**src/verilog/game_pkg.sv**
```systemverilog
`default_nettype none

package game_pkg;

  typedef enum logic [1:0] {
    st_init,
    st_set,
    st_game,
    st_final
  } game_state_e;

  // main row digits 0..9, then keypad digits 0..9
  localparam logic [8:0] key_code_table [20] = '{
    9'h045, 9'h016, 9'h01e, 9'h026, 9'h025,
    9'h02e, 9'h036, 9'h03d, 9'h03e, 9'h046,
    9'h070, 9'h069, 9'h072, 9'h07a, 9'h06b,
    9'h073, 9'h074, 9'h06c, 9'h075, 9'h07d
  };
  localparam logic [8:0] space_code = 9'h029;

  localparam logic [8:0] lfsr_seed = 9'b1_0110_0000;
  localparam logic [8:0] lfsr_taps = 9'b0_0110_1000; // bits 6, 5, 3

  localparam logic [3:0] target_ticks = 4'd8;
  localparam logic [2:0] final_ticks = 3'd4;

  localparam logic [7:0] default_time = 8'h30; // bcd
  localparam logic [7:0] default_goal = 8'h10;

  localparam logic [15:0] led_idle = 16'b1000_0000_0000_0000;
  localparam logic [15:0] led_edit_time = 16'b1111_1111_0000_0000;
  localparam logic [15:0] led_edit_goal = 16'b0000_0000_1111_1111;
  localparam logic [6:0] led_tail = 7'b000_0011;

  // glyph codes above the numerals
  localparam logic [3:0] glyph_w = 4'd10;
  localparam logic [3:0] glyph_i = 4'd11;
  localparam logic [3:0] glyph_n = 4'd12;
  localparam logic [3:0] glyph_l = 4'd13;
  localparam logic [3:0] glyph_e = 4'd14;
  localparam logic [3:0] glyph_blank = 4'd15;

  // [3] time tens, [2] time ones, [1] score tens, [0] score ones
  typedef union packed {
    logic [3:0][3:0] bcd;
    logic [3:0][3:0] glyph;
  } disp_word_u;

  localparam int tick_div_default = 50_000_000;

endpackage

`default_nettype wire

```
**src/verilog/tick_gen.sv**
```systemverilog
`timescale 1ns/10ps
`default_nettype none

module tick_gen #(
  parameter int tick_div = game_pkg::tick_div_default
) (
  input wire clk,
  input wire out_rst,
  output logic game_tick,
  output logic scan_en
);

  localparam int tick_w = $clog2(tick_div + 1);
  localparam int scan_div = (tick_div / 64 > 0) ? tick_div / 64 : 1;
  localparam int scan_w = $clog2(scan_div + 1);

  logic [tick_w-1:0] tick_cnt;
  logic [scan_w-1:0] scan_cnt;

  always_ff @(posedge clk or posedge out_rst) begin
    if (out_rst) begin
      tick_cnt <= '0;
      scan_cnt <= '0;
      game_tick <= 1'b0;
      scan_en <= 1'b0;
    end else begin
      game_tick <= (tick_cnt == tick_w'(tick_div - 1));
      scan_en <= (scan_cnt == scan_w'(scan_div - 1));
      tick_cnt <= (tick_cnt == tick_w'(tick_div - 1)) ? '0 : tick_cnt + 1'b1;
      scan_cnt <= (scan_cnt == scan_w'(scan_div - 1)) ? '0 : scan_cnt + 1'b1;
    end
  end

endmodule

`default_nettype wire

```
**src/verilog/key_receiver.sv**
```systemverilog
`timescale 1ns/10ps
`default_nettype none

module key_receiver (
  input wire clk,
  input wire out_rst,
  input wire key_req,
  input wire [8:0] key_code,
  output logic key_ack,
  output logic key_event,
  output logic [3:0] key_digit,
  output logic key_is_digit,
  output logic key_is_space
);

  import game_pkg::*;

  logic req_s1;
  logic req_s2;
  logic req_rise;
  logic [3:0] code_digit;
  logic code_is_digit;

  always_ff @(posedge clk or posedge out_rst) begin
    if (out_rst) begin
      req_s1 <= 1'b0;
      req_s2 <= 1'b0;
    end else begin
      req_s1 <= key_req;
      req_s2 <= req_s1;
    end
  end

  assign req_rise = req_s1 && !req_s2;

  // table lookup, keypad entries fold onto 0..9
  always_comb begin
    code_digit = 4'd0;
    code_is_digit = 1'b0;
    for (int i = 0; i < 20; i++) begin
      if (key_code == key_code_table[i]) begin
        code_digit = 4'(i % 10);
        code_is_digit = 1'b1;
      end
    end
  end

  // key_ack doubles as the handshake state: low = idle, high = wait for req low
  always_ff @(posedge clk or posedge out_rst) begin
    if (out_rst) begin
      key_ack <= 1'b0;
      key_event <= 1'b0;
      key_is_digit <= 1'b0;
      key_is_space <= 1'b0;
    end else begin
      key_event <= 1'b0;
      if (!key_ack) begin
        if (req_rise) begin
          key_ack <= 1'b1;
          key_event <= 1'b1;
          key_is_digit <= code_is_digit;
          key_is_space <= (key_code == space_code);
        end
      end else if (!req_s1) begin
        key_ack <= 1'b0; // sender has let go
      end
    end
  end

  always_ff @(posedge clk) begin
    if (!key_ack && req_rise) key_digit <= code_digit;
  end

  a_ack_needs_req: assert property (@(posedge clk) disable iff (out_rst)
    $rose(key_ack) |-> $past(key_req));

endmodule

`default_nettype wire

```
**src/verilog/target_lfsr.sv**
```systemverilog
`timescale 1ns/10ps
`default_nettype none

module target_lfsr (
  input wire clk,
  input wire out_rst,
  input wire game_tick,
  input wire game_pkg::game_state_e state,
  output logic [8:0] lfsr_q
);

  import game_pkg::*;

  logic [8:0] lfsr_next;
  logic fb;

  assign fb = lfsr_q[0];
  // shift toward bit 0, bit 0 wraps to bit 8 and feeds the taps
  assign lfsr_next = {fb, lfsr_q[8:1]} ^ (lfsr_taps & {9{fb}});

  always_ff @(posedge clk or posedge out_rst) begin
    if (out_rst) begin
      lfsr_q <= lfsr_seed;
    end else if (state != st_game) begin
      lfsr_q <= lfsr_seed; // reseed while not playing
    end else if (game_tick) begin
      lfsr_q <= lfsr_next;
    end
  end

endmodule

`default_nettype wire

```
**src/verilog/game_ctrl.sv**
```systemverilog
`timescale 1ns/10ps
`default_nettype none

module game_ctrl (
  input wire clk,
  input wire out_rst,
  input wire start,
  input wire game_tick,
  input wire key_event,
  input wire [3:0] key_digit,
  input wire key_is_digit,
  input wire key_is_space,
  input wire [8:0] lfsr_q,
  output game_pkg::game_state_e state,
  output logic [15:0] led,
  output game_pkg::disp_word_u disp_word
);

  import game_pkg::*;

  game_state_e next_state;
  logic edit_goal; // 0 time, 1 goal
  logic [7:0] time_bcd;
  logic [7:0] goal_bcd;
  logic [6:0] time_left;
  logic [6:0] goal;
  logic [6:0] score;
  logic [3:0] tgt_cnt;
  logic refresh;
  logic [2:0] fin_cnt;
  logic win;
  logic [3:0] led_idx;
  logic hit;

  assign led_idx = 4'd15 - key_digit;
  assign hit = key_event && key_is_digit && led[led_idx];

  always_comb begin
    next_state = state;
    case (state)
      st_init:  if (start) next_state = st_set;
      st_set:   if (start) next_state = st_game;
      st_game:  if (score >= goal || time_left == 7'd0) next_state = st_final;
      st_final: if (fin_cnt == final_ticks) next_state = st_init;
      default:  next_state = st_init;
    endcase
  end

  always_ff @(posedge clk or posedge out_rst) begin
    if (out_rst) begin
      state <= st_init;
      led <= led_idle;
      edit_goal <= 1'b0;
      time_bcd <= default_time;
      goal_bcd <= default_goal;
      time_left <= 7'd0;
      goal <= 7'd0;
      score <= 7'd0;
      tgt_cnt <= 4'd0;
      refresh <= 1'b0;
      fin_cnt <= 3'd0;
      win <= 1'b0;
    end else begin
      state <= next_state;
      case (state)
        st_init: begin
          edit_goal <= 1'b0;
          time_bcd <= default_time;
          goal_bcd <= default_goal;
          led <= start ? led_edit_time : led_idle;
        end
        st_set: begin
          if (key_event && key_is_space) begin
            edit_goal <= !edit_goal;
            led <= edit_goal ? led_edit_time : led_edit_goal;
          end else if (key_event && key_is_digit) begin
            if (edit_goal) goal_bcd <= {goal_bcd[3:0], key_digit};
            else time_bcd <= {time_bcd[3:0], key_digit};
          end
          if (start) begin
            // lfsr_q still holds the seed here
            led <= {lfsr_q, led_tail};
            time_left <= 7'(time_bcd[7:4]) * 7'd10 + 7'(time_bcd[3:0]);
            goal <= 7'(goal_bcd[7:4]) * 7'd10 + 7'(goal_bcd[3:0]);
            score <= 7'd0;
            tgt_cnt <= 4'd0;
            refresh <= 1'b0;
          end
        end
        st_game: begin
          // reload lands one clock after the tick, once the lfsr has stepped
          refresh <= game_tick && (tgt_cnt == target_ticks - 4'd1);
          if (game_tick) begin
            tgt_cnt <= (tgt_cnt == target_ticks - 4'd1) ? 4'd0 : tgt_cnt + 4'd1;
            if (time_left != 7'd0) time_left <= time_left - 7'd1;
          end
          if (refresh) begin
            led <= {lfsr_q, led_tail};
          end else if (hit) begin
            led[led_idx] <= 1'b0;
            score <= score + 7'd1;
          end
          if (next_state == st_final) begin
            win <= (score >= goal);
            fin_cnt <= 3'd0;
          end
        end
        st_final: begin
          if (next_state == st_init) led <= led_idle;
          else if (game_tick) begin
            led <= ~led; // flash
            fin_cnt <= fin_cnt + 3'd1;
          end
        end
        default: led <= led_idle;
      endcase
    end
  end

  always_comb begin
    disp_word.glyph = {4{glyph_blank}};
    case (state)
      st_set:  disp_word.bcd = {time_bcd, goal_bcd};
      st_game: begin
        disp_word.bcd[3] = 4'(time_left / 7'd10);
        disp_word.bcd[2] = 4'(time_left % 7'd10);
        disp_word.bcd[1] = 4'(score / 7'd10);
        disp_word.bcd[0] = 4'(score % 7'd10);
      end
      st_final: begin
        if (win) disp_word.glyph = {glyph_w, glyph_i, glyph_n, glyph_blank};
        else disp_word.glyph = {glyph_l, 4'd0, 4'd5, glyph_e}; // O and S from 0, 5
      end
      default: disp_word.glyph = {4{glyph_blank}};
    endcase
  end

  // digit keys only act on targets during play
  a_no_led_from_key: assert property (@(posedge clk) disable iff (out_rst)
    key_event && key_is_digit && state != st_game && next_state == state && !game_tick
    |=> $stable(led));

  a_state_known: assert property (@(posedge clk) disable iff (out_rst)
    !$isunknown(state));

endmodule

`default_nettype wire

```
**src/verilog/seg_display.sv**
```systemverilog
`timescale 1ns/10ps
`default_nettype none

module seg_display (
  input wire clk,
  input wire out_rst,
  input wire scan_en,
  input wire game_pkg::disp_word_u disp_word,
  output logic [3:0] digit,
  output logic [6:0] seg
);

  import game_pkg::*;

  logic [3:0] nib;

  // active low select, rightmost digit first
  always_ff @(posedge clk or posedge out_rst) begin
    if (out_rst) begin
      digit <= 4'b1111;
    end else if (scan_en) begin
      digit <= (digit == 4'b1111) ? 4'b1110 : {digit[2:0], digit[3]};
    end
  end

  always_comb begin
    case (digit)
      4'b1110: nib = disp_word.glyph[0];
      4'b1101: nib = disp_word.glyph[1];
      4'b1011: nib = disp_word.glyph[2];
      4'b0111: nib = disp_word.glyph[3];
      default: nib = glyph_blank;
    endcase
  end

  // gfedcba, low = lit
  always_comb begin
    case (nib)
      4'd0:    seg = 7'b100_0000;
      4'd1:    seg = 7'b111_1001;
      4'd2:    seg = 7'b010_0100;
      4'd3:    seg = 7'b011_0000;
      4'd4:    seg = 7'b001_1001;
      4'd5:    seg = 7'b001_0010;
      4'd6:    seg = 7'b000_0010;
      4'd7:    seg = 7'b111_1000;
      4'd8:    seg = 7'b000_0000;
      4'd9:    seg = 7'b001_0000;
      glyph_w: seg = 7'b100_0001; // u shape stands in for W
      glyph_i: seg = 7'b100_1111;
      glyph_n: seg = 7'b010_1011;
      glyph_l: seg = 7'b100_0111;
      glyph_e: seg = 7'b000_0110;
      default: seg = 7'b111_1111;
    endcase
  end

endmodule

`default_nettype wire

```
**src/verilog/whack_top.sv**
```systemverilog
`timescale 1ns/10ps
`default_nettype none

module whack_top #(
  parameter int tick_div = game_pkg::tick_div_default
) (
  input wire clk,
  input wire out_rst,
  input wire start,
  input wire key_req,
  input wire [8:0] key_code,
  output logic key_ack,
  output logic [15:0] led,
  output logic [3:0] digit,
  output logic [6:0] seg
);

  import game_pkg::*;

  logic game_tick;
  logic scan_en;
  logic key_event;
  logic [3:0] key_digit;
  logic key_is_digit;
  logic key_is_space;
  game_state_e state;
  logic [8:0] lfsr_q;
  disp_word_u disp_word;

  tick_gen #(.tick_div(tick_div)) u_tick (
    .clk(clk), .out_rst(out_rst), .game_tick(game_tick), .scan_en(scan_en)
  );

  key_receiver u_key (
    .clk(clk), .out_rst(out_rst), .key_req(key_req), .key_code(key_code),
    .key_ack(key_ack), .key_event(key_event), .key_digit(key_digit),
    .key_is_digit(key_is_digit), .key_is_space(key_is_space)
  );

  target_lfsr u_lfsr (
    .clk(clk), .out_rst(out_rst), .game_tick(game_tick), .state(state), .lfsr_q(lfsr_q)
  );

  game_ctrl u_ctrl (
    .clk(clk), .out_rst(out_rst), .start(start), .game_tick(game_tick),
    .key_event(key_event), .key_digit(key_digit), .key_is_digit(key_is_digit),
    .key_is_space(key_is_space), .lfsr_q(lfsr_q), .state(state), .led(led),
    .disp_word(disp_word)
  );

  seg_display u_seg (
    .clk(clk), .out_rst(out_rst), .scan_en(scan_en), .disp_word(disp_word),
    .digit(digit), .seg(seg)
  );

endmodule

`default_nettype wire

```
**config.mk**
```make
export PLATFORM = sky130hd
export DESIGN_NAME = whack_top
export DESIGN_NICKNAME = d
export VERILOG_FILES = /design/src/verilog/game_pkg.sv /design/src/verilog/tick_gen.sv /design/src/verilog/key_receiver.sv /design/src/verilog/target_lfsr.sv /design/src/verilog/game_ctrl.sv /design/src/verilog/seg_display.sv /design/src/verilog/whack_top.sv
export SDC_FILE = /design/constraint.sdc
export NUM_CORES = 1
export LEC_CHECK = 0
export ABC_AREA = 1
export BUFFER_PORTS_ARGS = -buffer_cell sky130_fd_sc_hd__buf_4
export CORE_MARGIN = 4
export CORE_UTILIZATION = 28
export CTS_CLUSTER_SIZE = 10
export DETAILED_ROUTE_END_ITERATION = 10
export SYNTH_ARGS = -nofsm -noshare
export SYNTH_HDL_FRONTEND = slang
export SYNTH_HIERARCHICAL = 1
export SYNTH_SLANG_ARGS = --single-unit
```
**constraint.sdc**
```tcl
create_clock -name clk -period 5.04 [get_ports clk]
set_input_delay 1.008 -clock clk [delete_from_list [all_inputs] [get_ports clk]]
set_output_delay 1.008 -clock clk [all_outputs]
set_load 0.05 [all_outputs]
```
==> impl_metrics.py <==
metrics = {
    "job": {
        "drv_cap": 0,
    },
    "sta": {
        "max_slew_margin_pct": 34.0,
        "worst_pin_slew_ns": 0.988,
        "layout_setup_ws_ns": 0.293,
        "fmax_ghz": 0.211,
        "skew_ns": 0.00962,
        "period_minus_slack_ns": 4.75,
        "slew_viol_final": 0,
        "fin_crit_sh_pct": 94.2,
        "whs_ns": 0.384,
        "setup_viol": 0,
        "hold_viol": 0,
    },
    "cts": {
        "hold_buffers": 0,
        "tritoncts": "done",
        "clock_tree.htree_level_count": 4,
        "clk_pin_slew_worst_paths_ns": 0.06,
        "cts_sinks": 136,
        "numCtsBuffers": 17,
        "clk_latency_ns": 0.43,
        "clock_path_buffers": 2,
        "cts_root_buf": "clkbuf_16",
    },
    "logic_synthesis": {
        "synth.distinct_cells": 54,
        "syn_area_um2": 9830,
        "synth_edf_count": 4,
        "synth_flop_cell": "dfrtp_1",
        "syn_avg_cell_area_um2": 7.02,
        "yosysWarnings": 6,
        "synth-seq-area-share_pct": 35.0,
        "synth_top_area_share_pct": 30.8,
        "synth.area.top_cells": "dfrtp_1, nand2_1, inv_1",
        "ys_ff_latch": 136,
        "yosysTopAreaCell": "dfrtp_1",
        "async_flop_share_pct": 97.1,
        "synth_fp_nets": 1455,
        "synth_cells": 1401,
    },
    "drt": {
        "route.detailed.drc": 0,
        "first_pass_iters": 6,
        "route.antenna.remaining_nets": 0,
        "drt_iter0_drc": 601,
        "routedWlPerCell_um": 12.9,
        "routed_wl_mm": 24.7,
        "vias_per_cell": 4.72,
        "via_count": 9067,
    },
    "global_route": {
        "grt_max_degree": 49,
        "grt_pass1_vias": 8703,
        "grt_use_total_pct": 13.0,
        "overflow": 0,
        "grt_pass1_wl_mm": 41.7,
        "grt_antenna_before_repair": 0,
    },
    "die": {
        "coreArea_um2": 34600,
        "die_h_um": 195,
        "start_util_pct": 28.4,
        "fp-row-count": 68,
        "die_area_um2": 38200,
        "ios": 41,
        "die_w_um": 195,
    },
    "setup_path": {
        "cp_slowest_cell": "dfrtp_2",
        "worstPathRequired_ns": 4.03,
        "critPathKind": "reg -> out",
        "cp_common_cell": "nand2_2",
        "critical-path-max-stage-delay_ns": 0.46,
        "setup.worst_path.end_class": "output pin",
        "rrSetupSlack_ns": 1.97,
        "critPathLaunchType": "flop",
        "crit_fanout": 6,
        "arrival_ns": 3.74,
    },
    "status": {
        "status": "finished, final reports clean",
    },
    "worst_hold_path": {
        "hp-class": "reg -> reg",
    },
    "placed_design": {
        "dp_hpwl_mm": 18.5,
        "place.gp.congestion": 0.892,
        "port_buffers": 40,
        "place_ws_ns": 0.542,
    },
    "finish": {
        "syn2layout_area_growth_pct": 15.9,
        "layout-drive-gt1-share_pct": 16.1,
        "antennaDiodeCount": 0,
        "num-fill-cells": 3644,
        "finalNetCount": 1505,
    },
    "pwr": {
        "p_leak_uw": 0.00540,
        "power_density_nw_per_um2": 220,
        "ir_drop_mv": 0.203,
    },
}
==> placed cells by master (no fill, tap or decap), types with 23 or more instances in the layout <==
| cell | n |
|---|---|
| nand2_2 | 28 |
| nor2_2 | 23 |
| nand2_1 | 366 |
| inv_1 | 172 |
| o21ai_0 | 65 |
| xor2_1 | 28 |
| nand3_1 | 113 |
| a21oi_1 | 36 |
| inv_2 | 23 |
| nor2_1 | 169 |
| buf_4 | 50 |
| ha_1 | 35 |
| dfrtp_1 | 115 |
==> sequential cells by signal, indices dropped and copies added (netlist names), 4 cells and up <==
register          cells
u_ctrl/score          7
u_ctrl/led           16
u_key/key_digit       4
u_ctrl/tgt_cnt        4
u_ctrl/goal           7
u_ctrl/goal_bcd       8
u_tick/scan_cnt      20
u_ctrl/time_bcd       8
u_lfsr/lfsr_q         9
u_ctrl/time_left      7
u_tick/tick_cnt      26
u_seg/digit           4
==> worst max-delay path: cells and delay by family, from the launching register on <==
| family | cells | cell delay [ns] |
|---|---|---|
| and+or+nand+nor | 22 | 1.86 |
| buffers and inverters | 7 | 0.57 |
| DFF | 1 | 0.46 |
| adders and majority gates | 2 | 0.34 |
| AOI/OAI and AO/OA | 1 | 0.07 |
==> Yosys cell counts (7+ instances only) <==
master and instances:
nor2_2 19, a31oi_1 10, nand3_1 117, inv_1 177, nand2_4 8, o211ai_1 10, inv_2 20, nor2_1 173
nand3_2 17, nand2_1 370, dfrtp_1 121, nor2_4 10, xor2_1 28, nand4_1 21, o21ai_0 66, buf_2 9
nand2_2 25, nor3_1 21, xnor2_1 7, o21ai_1 12, dfstp_2 11, a21oi_1 37, ha_1 37, a211oi_1 11
clkbuf_1 7
==> report_power, final <==
part | switching [uW] | leakage [uW] | internal (uW)
combinational | 53.6 | 0.00336 | 17.7
clock | 513 | 0.000302 | 812
sequential | 3.83 | 0.00174 | 1100
total | 571 | 0.00540 | 1930
==> metrics by stage <==
| stage | TNS, ns | power [uW] | cells | util (%) | area, um2 |
|---|---|---|---|---|---|
| 3_5_place_dp | 0 | 1200 | 1880 | 30.7 | 10600 |
| 6_report | 0 | 2500 | 1919 | 32.9 | 11400 |
| 3_3_place_gp | 0 | 1200 | 1880 | 30.7 | 10600 |
| 2_1_floorplan | 0 | 1170 | 1401 | - | 9830 |
| 4_1_cts | 0 | 2550 | 1912 | 32.5 | 11300 |
| 5_1_grt | -0.0925 | 2610 | 1919 | 32.9 | 11400 |
==> what timing repair did <==
| item | CTS | global route |
|---|---|---|
| setup buffers | 0 | 7 |
| endpoints found under the setup margin | 0 | 7 |
| resized for setup | 0 | 31 |
==> cell type report <==
class	instances	area (um2)	area share (%)
multi-input combinational	1045	5600	49.2
sequential	136	3440	30.2
inverter	198	749	6.58
tap	455	569	5.00
clock buffer	20	457	4.01
timing repair buffer	53	409	3.59
clock inverter	12	164	1.44
==> worst paths after layout <==
path	depth (start not counted)	from	end
min reg2reg	0	u_key/req_s1	u_key/req_s2
min	0	u_key/req_s1	u_key/req_s2
min in group asynchronous	2	out_rst	u_key/req_s2
max reg2reg	11	u_ctrl/state[1]	u_ctrl/score[4]
max in group asynchronous	3	out_rst	u_ctrl/goal_bcd[4]
max	32	u_ctrl/time_left[4]	seg[2]
==> metal layers <==
metal	GRT usage [%]	part of all wire, %	vias up
li1	-	-	4607
met1	16.3	45	4249
met5	0	0	-
met4	4.27	1.8	0
met2	22.6	49	174
met3	2.52	3.9	37
==> cells by family after synthesis <==
| kind of cell | share of synthesized area [%] |
|---|---|
| buf+inv | 8.76 |
| xor+xnor | 3.12 |
| fa+ha+maj | 5.52 |
| simple gates | 37.4 |
| compound gates | 10.3 |
| flops | 35.0 |
No activity file was read; power rests on OpenSTA's default activity.
